==> src/glb_cfg.svh <==
// Sizing of the global buffer processor path.
// GLB_TILE_SEL_WIDTH must be the base-2 log of GLB_NUM_TILES.
// The global word address is the tile select on top of the bank word address.
// Data width must be a whole number of bytes.

`ifndef GLB_CFG_SVH
`define GLB_CFG_SVH

// tiles in the west to east chain
`define GLB_NUM_TILES 4

// tile select bits at the top of the global address
`define GLB_TILE_SEL_WIDTH 2

// word address inside one bank
`define GLB_BANK_ADDR_WIDTH 8

// one bank word
`define GLB_BANK_DATA_WIDTH 64

`endif

==> src/glb_map_pkg.sv <==
// Address map of the global buffer as seen by the processor.
// Word addressed only; there are no byte offsets in the address.
// The tile select sits in the upper bits, so consecutive words stay in
// one tile and only the top bits move a request to another tile.

package glb_map_pkg;

`include "glb_cfg.svh"

    // which tile owns the word
    typedef logic [`GLB_TILE_SEL_WIDTH-1:0] tile_sel_t;

    // word index inside one bank
    typedef logic [`GLB_BANK_ADDR_WIDTH-1:0] bank_addr_t;

    // global word address, tile select on top
    typedef struct packed {
        tile_sel_t  tile;
        bank_addr_t word;
    } glb_addr_t;

    // one write enable per byte of a bank word
    typedef logic [`GLB_BANK_DATA_WIDTH/8-1:0] strb_t;

endpackage

==> src/glb_pkt_pkg.sv <==
// Packet contents that travel along the tile chain.
// One packet per stage per cycle, no back-pressure anywhere.
// PKT_IDLE marks an empty slot; read responses ride on the PKT_RD packet
// that requested them.

package glb_pkt_pkg;

`include "glb_cfg.svh"

    // request kind carried by a packet
    typedef enum logic [1:0] {
        PKT_IDLE = 2'd0,
        PKT_WR   = 2'd1,
        PKT_RD   = 2'd2
    } pkt_op_t;

    // one bank word, write payload and read data alike
    typedef logic [`GLB_BANK_DATA_WIDTH-1:0] bank_data_t;

endpackage

==> src/glb_packet_if.sv <==
// One packet hop between neighboring stages of the tile chain.
// The src side always drives from a register, so a hop is one cycle.
// rd_data is only meaningful while rd_valid is high.

`timescale 1ns/1ps

interface glb_packet_if import glb_map_pkg::*, glb_pkt_pkg::*; ();

    pkt_op_t    op;
    strb_t      strb;
    glb_addr_t  addr;
    // write payload
    bank_data_t data;
    // read response picked up by the owning tile
    bank_data_t rd_data;
    logic       rd_valid;

    modport src (
        output op,
        output strb,
        output addr,
        output data,
        output rd_data,
        output rd_valid
    );

    modport dst (
        input op,
        input strb,
        input addr,
        input data,
        input rd_data,
        input rd_valid
    );

endinterface

==> src/glb_rd_egress.sv <==
// Read response register at the east end of the tile chain.
// rd_data_valid is high for one cycle per answered read, in request order.
// rd_data keeps the last returned word between responses.

`timescale 1ns/1ps

module glb_rd_egress import glb_pkt_pkg::*; (
    input  logic       clk,
    input  logic       rst_n,
    glb_packet_if.dst  pkt_in,
    output bank_data_t rd_data,
    output logic       rd_data_valid
);

    always_ff @(posedge clk) begin
        if (!rst_n) begin
            rd_data_valid <= 1'b0;
        end else begin
            rd_data_valid <= pkt_in.rd_valid;
        end
    end

    // hold the word until the next response
    always_ff @(posedge clk) begin
        if (pkt_in.rd_valid) begin
            rd_data <= pkt_in.rd_data;
        end
    end

    // only read packets ever pick up a response on the way
    a_valid_on_read : assert property (
        @(posedge clk) disable iff (!rst_n)
        pkt_in.rd_valid |-> (pkt_in.op == PKT_RD)
    );

endmodule

==> src/flat_wrapper.sv <==
// flat-port wrapper written by rule: the top's interface ports become plain ports
module glb_rd_egress_flat import glb_pkt_pkg::*;
  (clk, rst_n, rd_data, rd_data_valid, pkt_in_op, pkt_in_strb, pkt_in_addr, pkt_in_data, pkt_in_rd_data, pkt_in_rd_valid);
  glb_packet_if pkt_in_i ();
  input  logic clk;
  input  logic rst_n;
  output bank_data_t rd_data;
  output logic rd_data_valid;
  input wire logic [$bits(pkt_in_i.op)-1:0] pkt_in_op;
  input wire logic [$bits(pkt_in_i.strb)-1:0] pkt_in_strb;
  input wire logic [$bits(pkt_in_i.addr)-1:0] pkt_in_addr;
  input wire logic [$bits(pkt_in_i.data)-1:0] pkt_in_data;
  input wire logic [$bits(pkt_in_i.rd_data)-1:0] pkt_in_rd_data;
  input wire logic [$bits(pkt_in_i.rd_valid)-1:0] pkt_in_rd_valid;
  assign pkt_in_i.op = pkt_in_op;
  assign pkt_in_i.strb = pkt_in_strb;
  assign pkt_in_i.addr = pkt_in_addr;
  assign pkt_in_i.data = pkt_in_data;
  assign pkt_in_i.rd_data = pkt_in_rd_data;
  assign pkt_in_i.rd_valid = pkt_in_rd_valid;
  glb_rd_egress u_core (.clk(clk), .rst_n(rst_n), .pkt_in(pkt_in_i), .rd_data(rd_data), .rd_data_valid(rd_data_valid));
endmodule
==> config.mk <==
export PLATFORM = sky130hd
export DESIGN_NAME = glb_rd_egress_flat
export DESIGN_NICKNAME = d
export VERILOG_FILES = /design/src/glb_map_pkg.sv /design/src/glb_pkt_pkg.sv /design/src/glb_packet_if.sv /design/src/glb_rd_egress.sv /design/src/flat_wrapper.sv
export VERILOG_INCLUDE_DIRS = /design/src
export SDC_FILE = /design/constraint.sdc
export NUM_CORES = 1
export LEC_CHECK = 0
export ABC_AREA = 0
export BUFFER_PORTS_ARGS = -buffer_cell sky130_fd_sc_hd__clkbuf_2
export CAP_MARGIN = 20
export CORE_AREA = 2 2 84 86
export CTS_CLUSTER_SIZE = 16
export DETAILED_ROUTE_END_ITERATION = 10
export DIE_AREA = 0 0 86 88
export GPL_ROUTABILITY_DRIVEN = 0
export GPL_TIMING_DRIVEN = 1
export PLACE_DENSITY = 0.71
export SETUP_SLACK_MARGIN = 0.2
export SYNTH_ARGS = -nofsm -noshare
export SYNTH_HDL_FRONTEND = slang
export SYNTH_SLANG_ARGS = --single-unit
==> constraint.sdc <==
create_clock -name clk -period 0.8 [get_ports clk]
set_input_delay 0 -clock clk [delete_from_list [all_inputs] [get_ports clk]]
set_output_delay 0 -clock clk [all_outputs]
set_load 0.05 [all_outputs]
## After elaboration in Yosys (flattened, before gate mapping)

Index checks and enable logic that the tools add are counted.

- Add/sub/neg operators: 0
- $mul: 0
- Div/mod/pow operators: 0
- Magnitude comparators: 0
- Equal/unequal tests: 0
- Shifts and indexed selects: 0
- Multiplexer cells: 0
- Bitwise logic cells: 0
- Reductions and logical operators: 0

- Bits in registers: 65
- Latch bits: 0
- Bits in writable memories: 0
- Memory bits (read-only): 0
- Output and inout bits: 65
- Logic and storage cells: 2
- Memories kept: 0

## Depth between registers and ports, before layout

- Depth in word-level cells: 0
- Depth in mapped cells: 1
- Mapped depth without buffers: 1

## Worst setup path before layout

No wires, ideal clock.

- Path type: register to output
- From: register u_core.rd_data[0]
- To: output rd_data[0]
- Data arrival time: 0.601 ns
- Setup slack: 0.199 ns
- Stages on the path, launching flop included: 1
- Cells stage by stage: edfxtp_1

RTL lines:

| element | RTL line | text |
|---|---|---|
| start, declared | glb_rd_egress.sv:11 | `output bank_data_t rd_data,` |
| start signal, assigned | glb_rd_egress.sv:26 | `rd_data <= pkt_in.rd_data;` |
| end, declared | flat_wrapper.sv:7 | `output bank_data_t rd_data;` |

No word-level cell between the ends.

## Final worst setup path

- From: register u_core.rd_data[39]
- To: output rd_data[39]

No word-level cell between the ends.

==> impl_metrics.yaml <==
detailed_routing:
  viasPerCell: 4.033
  wl_per_cell_um: 15.60
  met2_length_um: 2846
  drc: 0
  top_layer_used: "met4"
  met1_length_um: 2010
  vias: 1456
  firstDrtPassIters: 4
  postRouteAntennaNets: 0
  drt_iter0_markers: 50
  wl_um: 5630
  met3_length_um: 706
pwr:
  p_int_w: 0.006080
  power.switching_w: 0.002533
  pwr-share-clk: 0.268
  total_power_w: 0.008613
  switching_share: 0.2941
  p_per_area_nw_per_um2: 2067
  p_comb_frac: 0.247
  p_leak_nw: 1.762
  p_seq_frac: 0.486
  peakVddDrop_mv: 1.068
placed_design:
  io_buffers: 131
  dpl.hpwl_um: 3365
  dp_cells: 279
  preCtsSetupSlack_ns: 0.09396
cells_and_area:
  final_common_cell: "clkbuf_2"
  nFillCells: 476
  synthToLayoutAreaGrowth_pct: 113.9
  final_net_count: 426
  final_cells: 361
  drive_gt1_frac: 0.5286
  postLayoutCoreUtil: 0.6273
  mostFrequentLayoutCells: "clkbuf_2, dlygate4sd3_1, edfxtp_1"
critical_path:
  critPathArrivalTime_ns: 0.94
  cpPeakStageDelay_ns: 0.43
  crit_path_end_kind: "primary output"
  crit_slowest_cell: "edfxtp_1"
  critical_path_required_ns: 0.80
  crit_chain: "buf_8"
  cp_max_fo: 1
  critPathTopFamily: "flip-flops"
  worst-path-buf-inv: 1
  startpoint_type: "flip-flop"
  crit_type: "flip-flop to primary output"
logic_synthesis:
  ys_warn_count: 0
  synth_seq_cells: 65
  synth_nets: 217
  synth_cells: 66
  yosysUniqueCellTypes: 3
  synth_seq_area_share: 0.9968
  synth_area_um2: 1948
  avgSynthCellArea_um2: 29.52
timing:
  fin_hold_ws_ns: 0.1669
  fin_crit_sh: 1.174
  timing.final.hold_violations: 0
  tightestPinTransition_ns: 0.1928
  drv_slew: 0
  setup_viol: 65
  rsz0062_at_grt: "true"
  setup_slack_ns: -0.1389
  fmax_mhz: 1065
  maxSlewHeadroom: 0.8715
  min_period_ns: 0.9389
clocking:
  cts_inserted_buffers: 9
  clockBufferDepth: 2
  htreeDepth: 3
  clk_pin_slew_ns: 0.07
  cts_root_buf: "clkbuf_8"
  cts_tree: "yes"
  cts.sinks: 65
grt:
  antenna_found_initial: 1
  grt_max_degree: 37
  first_global_vias: 1637
  grt_overflow: 0
  grt_use_total: 0.1533
  grt_pass1_wl_um: 8266
die:
  die_h_um: 88
  core_area_um2: 6644
  die_width_um: 86
  placementRows: 30
  ios: 216
  fp.dieArea_um2: 7568
  initial_core_util: 0.2932
min_path:
  min_from: "pkt_in_rd_valid"
  whs_path_depth: 2
  hold_path_class: "input port to flip-flop"
  min_to: "u_core.rd_data[45]$_DFFE_PP_"
run_status:
  status: "finished, violations left"
  violations: "negative setup slack"
job:
  maxCapViolCount: 0
-- synthesized netlist by cell type --
cell type	count	area share
dfxtp_1	1	0.010
and2_1	1	0.0032
edfxtp_1	64	0.99
-- power groups by stage --
stage,clock [W],combinational [W],sequential (W)
3_3_place_gp,0,0.00142,0.00418
4_1_cts,0.00239,0.00208,0.00416
6_report,0.00230,0.00213,0.00418
2_1_floorplan,0,0.00000160,0.00512
5_1_grt,0.00254,0.00220,0.00421
3_5_place_dp,0,0.00143,0.00419
-- registers in the layout (all words and copies together), names as in the netlist --
name                  cells
u_core.rd_data           64
u_core.rd_data_valid      1
-- stage by stage --
stage / setup TNS, ns / area (um^2)
4_1_cts: -8.207 / 4139
3_5_place_dp: 0 / 2744
5_1_grt: -9.636 / 4168
2_1_floorplan: 0 / 1948
6_report: -6.660 / 4168
3_3_place_gp: 0 / 2744
-- kinds of logic after synthesis --
group	Yosys count	share of synthesized area
AND/OR/NAND/NOR	1	0.003213
flip-flops	65	0.9968
-- metal layers --
layer / global-route usage / vias up
met5: 0 / -
met4: 0.06061 / 0
met3: 0.08671 / 8
met2: 0.2607 / 102
met1: 0.1570 / 658
li1: - / 688
-- cell type report --
cell class	count	area [um^2]	area share
timing repair buffer	198	1953	0.4686
tap	80	100.1	0.02402
antenna	1	2.502	0.0006004
multi-input combinational	1	6.256	0.001501
clock buffer	10	127.6	0.03062
sequential	65	1943	0.4662
clock inverter	6	35.03	0.008406
-- timing repair --
item	4_1_cts	5_1_grt
endpoints found under the hold margin	65	0
gates resized for setup	132	21
endpoints found under the setup margin	65	65
setup buffers	0	0
hold buffers	65	0
-- worst max-delay path by stage --
stage                                  from                            to  slack (ns)  depth (start not counted)
6_report       u_core.rd_data[39]$_DFFE_PP_                   rd_data[39]       -0.14                          1
5_1_grt        u_core.rd_data[39]$_DFFE_PP_                   rd_data[39]       -0.18                          1
4_1_cts        u_core.rd_data[39]$_DFFE_PP_                   rd_data[39]       -0.18                          1
3_5_place_dp                pkt_in_rd_valid  u_core.rd_data[56]$_DFFE_PP_        0.09                          2
3_3_place_gp                pkt_in_rd_valid  u_core.rd_data[12]$_DFFE_PP_        0.11                          2
2_1_floorplan   u_core.rd_data[0]$_DFFE_PP_                    rd_data[0]        0.20                          0
Power figures use the tool's default switching activity.
