File: config.mk
export PLATFORM = sky130hd
export DESIGN_NAME = glb_proc_ingress_flat
export DESIGN_NICKNAME = d
export VERILOG_FILES = /design/src/glb_map_pkg.sv /design/src/glb_pkt_pkg.sv /design/src/glb_packet_if.sv /design/src/glb_proc_ingress.sv /design/src/flat_wrapper.sv
export VERILOG_INCLUDE_DIRS = /design/src
export SDC_FILE = /design/constraint.sdc
export NUM_CORES = 1
export LEC_CHECK = 0
export BUFFER_PORTS_ARGS = -buffer_cell sky130_fd_sc_hd__buf_2
export CELL_PAD_IN_SITES_DETAIL_PLACEMENT = 1
export CELL_PAD_IN_SITES_GLOBAL_PLACEMENT = 1
export CORE_MARGIN = 2
export CORE_UTILIZATION = 26
export DETAILED_ROUTE_END_ITERATION = 8
export PLACE_DENSITY_LB_ADDON = 0.05
export SLEW_MARGIN = 20
export SYNTH_ARGS = -nofsm -noshare
export SYNTH_HDL_FRONTEND = slang
export SYNTH_SLANG_ARGS = --single-unit
export TNS_END_PERCENT = 10
File: constraint.sdc
create_clock -name clk -period 1.25 [get_ports clk]
set_clock_uncertainty 0.1 [all_clocks]
set_input_delay 0.0625 -clock clk [delete_from_list [all_inputs] [get_ports clk]]
set_output_delay 0.0625 -clock clk [all_outputs]
set_load 0.1 [all_outputs]
File: src/glb_cfg.svh
// Sizing of the global buffer processor path.
// GLB_TILE_SEL_WIDTH must be the base-2 log of GLB_NUM_TILES.
// The global word address is the tile select on top of the bank word address.
// Data width must be a whole number of bytes.

`ifndef GLB_CFG_SVH
`define GLB_CFG_SVH

// tiles in the west to east chain
`define GLB_NUM_TILES 4

// tile select bits at the top of the global address
`define GLB_TILE_SEL_WIDTH 2

// word address inside one bank
`define GLB_BANK_ADDR_WIDTH 8

// one bank word
`define GLB_BANK_DATA_WIDTH 64

`endif

File: src/glb_map_pkg.sv
// Address map of the global buffer as seen by the processor.
// Word addressed only; there are no byte offsets in the address.
// The tile select sits in the upper bits, so consecutive words stay in
// one tile and only the top bits move a request to another tile.

package glb_map_pkg;

`include "glb_cfg.svh"

    // which tile owns the word
    typedef logic [`GLB_TILE_SEL_WIDTH-1:0] tile_sel_t;

    // word index inside one bank
    typedef logic [`GLB_BANK_ADDR_WIDTH-1:0] bank_addr_t;

    // global word address, tile select on top
    typedef struct packed {
        tile_sel_t  tile;
        bank_addr_t word;
    } glb_addr_t;

    // one write enable per byte of a bank word
    typedef logic [`GLB_BANK_DATA_WIDTH/8-1:0] strb_t;

endpackage

File: src/glb_pkt_pkg.sv
// Packet contents that travel along the tile chain.
// One packet per stage per cycle, no back-pressure anywhere.
// PKT_IDLE marks an empty slot; read responses ride on the PKT_RD packet
// that requested them.

package glb_pkt_pkg;

`include "glb_cfg.svh"

    // request kind carried by a packet
    typedef enum logic [1:0] {
        PKT_IDLE = 2'd0,
        PKT_WR   = 2'd1,
        PKT_RD   = 2'd2
    } pkt_op_t;

    // one bank word, write payload and read data alike
    typedef logic [`GLB_BANK_DATA_WIDTH-1:0] bank_data_t;

endpackage

File: src/glb_packet_if.sv
// One packet hop between neighboring stages of the tile chain.
// The src side always drives from a register, so a hop is one cycle.
// rd_data is only meaningful while rd_valid is high.

`timescale 1ns/1ps

interface glb_packet_if import glb_map_pkg::*, glb_pkt_pkg::*; ();

    pkt_op_t    op;
    strb_t      strb;
    glb_addr_t  addr;
    // write payload
    bank_data_t data;
    // read response picked up by the owning tile
    bank_data_t rd_data;
    logic       rd_valid;

    modport src (
        output op,
        output strb,
        output addr,
        output data,
        output rd_data,
        output rd_valid
    );

    modport dst (
        input op,
        input strb,
        input addr,
        input data,
        input rd_data,
        input rd_valid
    );

endinterface

File: src/glb_proc_ingress.sv
// Processor request register at the west end of the tile chain.
// wr_en and rd_en are single-cycle strobes and must never be high together.
// A request sampled at one edge is on pkt_out right after that edge.
// No back-pressure: every cycle may carry a new request.

`timescale 1ns/1ps

module glb_proc_ingress import glb_map_pkg::*; import glb_pkt_pkg::*; (
    input  logic       clk,
    input  logic       rst_n,
    input  logic       wr_en,
    input  strb_t      wr_strb,
    input  glb_addr_t  wr_addr,
    input  bank_data_t wr_data,
    input  logic       rd_en,
    input  glb_addr_t  rd_addr,
    glb_packet_if.src  pkt_out
);

    pkt_op_t   op_next;
    glb_addr_t addr_next;
    strb_t     strb_next;

    // strobes to opcode, address follows the opcode
    always_comb begin
        if (wr_en) begin
            op_next   = PKT_WR;
            addr_next = wr_addr;
            strb_next = wr_strb;
        end else if (rd_en) begin
            op_next   = PKT_RD;
            addr_next = rd_addr;
            strb_next = '0;
        end else begin
            op_next   = PKT_IDLE;
            addr_next = rd_addr;
            strb_next = '0;
        end
    end

    // control part of the packet
    always_ff @(posedge clk) begin
        if (!rst_n) begin
            pkt_out.op       <= PKT_IDLE;
            pkt_out.rd_valid <= 1'b0;
        end else begin
            pkt_out.op       <= op_next;
            // no response exists yet at the west end
            pkt_out.rd_valid <= 1'b0;
        end
    end

    // payload
    always_ff @(posedge clk) begin
        pkt_out.strb    <= strb_next;
        pkt_out.addr    <= addr_next;
        pkt_out.data    <= wr_data;
        pkt_out.rd_data <= '0;
    end

    // a write and a read cannot share one packet
    a_no_wr_rd_overlap : assert property (
        @(posedge clk) disable iff (!rst_n)
        !(wr_en && rd_en)
    );

endmodule

File: src/flat_wrapper.sv
// flat-port wrapper written by rule: the top's interface ports become plain ports
module glb_proc_ingress_flat import glb_map_pkg::*; import glb_pkt_pkg::*;
  (clk, rst_n, wr_en, wr_strb, wr_addr, wr_data, rd_en, rd_addr, pkt_out_op, pkt_out_strb, pkt_out_addr, pkt_out_data, pkt_out_rd_data, pkt_out_rd_valid);
  glb_packet_if pkt_out_i ();
  input  logic clk;
  input  logic rst_n;
  input  logic wr_en;
  input  strb_t wr_strb;
  input  glb_addr_t wr_addr;
  input  bank_data_t wr_data;
  input  logic rd_en;
  input  glb_addr_t rd_addr;
  output wire logic [$bits(pkt_out_i.op)-1:0] pkt_out_op;
  output wire logic [$bits(pkt_out_i.strb)-1:0] pkt_out_strb;
  output wire logic [$bits(pkt_out_i.addr)-1:0] pkt_out_addr;
  output wire logic [$bits(pkt_out_i.data)-1:0] pkt_out_data;
  output wire logic [$bits(pkt_out_i.rd_data)-1:0] pkt_out_rd_data;
  output wire logic [$bits(pkt_out_i.rd_valid)-1:0] pkt_out_rd_valid;
  assign pkt_out_op = pkt_out_i.op;
  assign pkt_out_strb = pkt_out_i.strb;
  assign pkt_out_addr = pkt_out_i.addr;
  assign pkt_out_data = pkt_out_i.data;
  assign pkt_out_rd_data = pkt_out_i.rd_data;
  assign pkt_out_rd_valid = pkt_out_i.rd_valid;
  glb_proc_ingress u_core (.clk(clk), .rst_n(rst_n), .wr_en(wr_en), .wr_strb(wr_strb), .wr_addr(wr_addr), .wr_data(wr_data), .rd_en(rd_en), .rd_addr(rd_addr), .pkt_out(pkt_out_i));
endmodule
---- Yosys cells after proc, flatten, opt, wreduce, memory -nomap -nowiden ----
Index checks and enable logic that the tools add are counted.
operators by class
  mux-type cells .......................... 3
  reductions and logical operators ........ 1
  bitwise logic cells ..................... 1
operators with widths
  kind             number
  $mux 10          1
  $mux 2           1
  $reduce_or 2->1  1
  $mux 1           1
  $not 1->1        1
word-level totals
  logic and storage cells ................. 11
  bits of input ports ..................... 96
  output and inout bits ................... 149
  flip-flop bits (word level) ............. 84

---- Longest topological paths before layout ----
  depth in word-level cells ............... 2
  mapped depth ............................ 2
  gate-level depth less buffers ........... 1

---- Least setup slack after synthesis ----
Ideal clock, no wire load.
  path kind ............................... register to output
  start point ............................. register u_core.pkt_out.addr[0] (netlist name)
  end point ............................... output port pkt_out_addr[0]
  slack ................................... 179 ps
  path buffers ............................ 0
  stages on the path, launching flop included .. 1
  required time ........................... 1,087 ps
  arrival time ............................ 909 ps
  path through ............................ dfxtp_1
RTL lines
  element    RTL line            text
  to (decl)  flat_wrapper.sv:15  output wire logic [$bits(pkt_out_i.addr)-1:0] pkt_out_addr;
No word-level cell between the ends.

---- Worst setup path in the final report ----
  start point ............................. register u_core.pkt_out.data[40]
  end point ............................... output port pkt_out_data[40]
RTL lines
  element                 RTL line                text
  from (decl)             glb_packet_if.sv:22     output data,
  from (signal assigned)  glb_proc_ingress.sv:57  pkt_out.data <= wr_data;
  to (decl)               flat_wrapper.sv:16      output wire logic [$bits(pkt_out_i.data)-1:0] pkt_out_data;
No word-level cell between the ends.

==> impl_metrics.tcl <==
set metrics [dict create \
    ioPinCount 245 \
    synthSimpleGateAreaFrac_pct 2.71 \
    detail-route-antenna-nets 0 \
    htreeDepth 3 \
    hold_path_startpoint "wr_en" \
    rsz0062_at_grt "no" \
    drv_slew 0 \
    synth_top_area_cell "dfxtp_1" \
    min_period_over_period_pct 92.5 \
    routed_wl_mm 7.78 \
    dp_hpwl_mm 5.05 \
    tns_ps 0 \
    syn_area_um2 2400 \
    finalHoldViolCount 0 \
    start_util_pct 26.4 \
    synthDistinctLibCells 8 \
    clkSinkCount 84 \
    crit_path_max_fanout 1 \
    synth_edf_count 0 \
    grt_pass1_vias 2135 \
    grt_overflow_total 0 \
    cp_top_family "flip-flops" \
    grt_max_degree 17 \
    antenna_cells 0 \
    place_area_um2 3260 \
    max-cap-violations 0 \
    antenna_found_initial 0 \
    setup_viol 0 \
    design_area_um2 4630 \
    use_met1_pct 13.8 \
    holdCritPathClass "in2reg" \
    area_growth_pct 92.5 \
    crit_arrival_ps 990 \
    slowest_stage "dfxtp_1" \
    port_buffers 179 \
    met2_usage_pct 28.4 \
    startpoint_type "flip-flop" \
    clkTransAtPathRegs_ps 90 \
    grt.busiest_layer "met2" \
    synthArstFlopShare_pct 0 \
    clockBufferDepth 2 \
    path_cells "buf_4" \
    drt-wirelength-per-cell_um 13.6 \
    grt_pass1_wl_mm 11.1 \
    ctsRootBufferMaster "clkbuf_8" \
    nets 550 \
    synth_area_leaders "dfxtp_1 (70%), buf_4 (20%), mux2_4 (6.2%), and2_1 (2.3%), buf_6 (0.47%)" \
    drtIter0Drc 18 \
    critPathKind "reg2out" \
    vias_per_cell 3.54 \
    ir_worst_vdd_mv 0.567 \
    track_usage_pct 14.7 \
    synth.avg_cell_area_um2 14.0 \
    critPathRequiredTime_ps 1090 \
    synth_compound_area_share_pct 0 \
    drive_gt1_share_pct 44.9 \
    post_cts_buffers 0 \
    min_path_cells 2 \
    synth_commonest_cells "dfxtp_1 (84), buf_4 (65), mux2_4 (10)" \
    core-area_um2 9110 \
    synth.most_common_cell "dfxtp_1" \
    synth_top_family_by_area "buffers and inverters" \
    end_kind "output pin" \
    fin_crit_ps 1160 \
    die_h_um 100 \
    yosys.area_share.xor_xnor_pct 0 \
    critPathLaunch "u_core.pkt_out.data[40]" \
    cts_tree "yes" \
    fmax_mhz 865 \
    drc 0 \
    synth_ff_type "dfxtp_1" \
    yosysSeqAreaShare_pct 69.9 \
    rows 35 \
    power_density_nw_per_um2 1670 \
    drt_pass1_iterations 4 \
    ys_warn_count 0 \
    cts_made_buffers 9 \
    crit_buf_inv 1 \
    via_count 2020 \
    gp_congestion 0.659 \
    finalPower_w 0.00775 \
    die_area_um2 10000 \
    use_met3_pct 5.15 \
    leakage_nw 2.35 \
    synthCells 172 \
    crit_cells 1 \
    ys_ff_latch 84 \
    synthAdderAreaFrac_pct 0 \
    yosysTopAreaCellShare_pct 69.9 \
    outcome "completed" \
    die_x_um 100 \
    synth.area.mux_share_pct 6.24 \
    cp_slowest_stage_delay_ps 350 \
]
timing repair:
item | in CTS | in global routing
hold buffers | 94 | 0
hold endpoints to repair | 84 | 0
resized for setup | 74 | 5
setup endpoints to repair | 74 | 5
worst paths after layout:
kind | slack (ps) | to
max | 90 | pkt_out_data[40]
min | 100 | u_core.pkt_out.strb[7]
kinds of logic after synthesis:
group	Yosys count
other cells	1
buf+inv	67
flops	84
simple gates	10
mux	10
registers in the layout, indices dropped and copies added, names as in the netlist:
signal               flops
u_core.pkt_out.data     64
u_core.pkt_out.addr     10
u_core.pkt_out.op        2
u_core.pkt_out.strb      8
routing by layer:
metal,wire length [um],vias up,share of wire [%]
li1,-,966,-
met1,2580,912,33
met2,4290,132,55
met3,789,10,10
met4,121,0,1.6
met5,0,-,0
layout make-up:
| cell class | count | area (um2) |
|---|---|---|
| Fill cell | 995 | 4480 |
| Multi-Input combinational cell | 85 | 459 |
| Sequential cell | 84 | 1680 |
| Clock buffer | 10 | 138 |
| Timing Repair Buffer | 274 | 2120 |
| Tap cell | 111 | 139 |
| Clock inverter | 6 | 95.1 |
stage by stage:
stage          instances  util (%)  hold WS [ps]  setup slack (ps)
2_1_floorplan        236         -         -9.78               179
3_3_place_gp         460      35.8          65.5               270
3_5_place_dp         460      35.8          66.8               251
4_1_cts              570      50.7          84.3             0.514
5_1_grt              570      50.8           107              39.3
6_report             570      50.8           102              93.4
placed cells by master (no fill, tap or decap):
cell | netlist | routed
buf_4 | 65 | 75
clkinv_4 | 0 | 3
and3b_1 | 1 | 1
buf_2 | 0 | 95
dlygate4sd3_1 | 0 | 94
and2_1 | 9 | 9
buf_12 | 0 | 5
clkbuf_4 | 0 | 5
bufinv_16 | 0 | 2
mux2_4 | 10 | 10
clkbuf_8 | 0 | 10
inv_6 | 0 | 1
conb_1 | 1 | 65
dfxtp_1 | 84 | 84
power breakdown:
group          total [W]  internal, W  switching (W)
sequential       0.00288      0.00283      0.0000482
combinational    0.00269     0.000551        0.00214
clock            0.00218      0.00120       0.000986
Power figures use the tool's default switching activity.
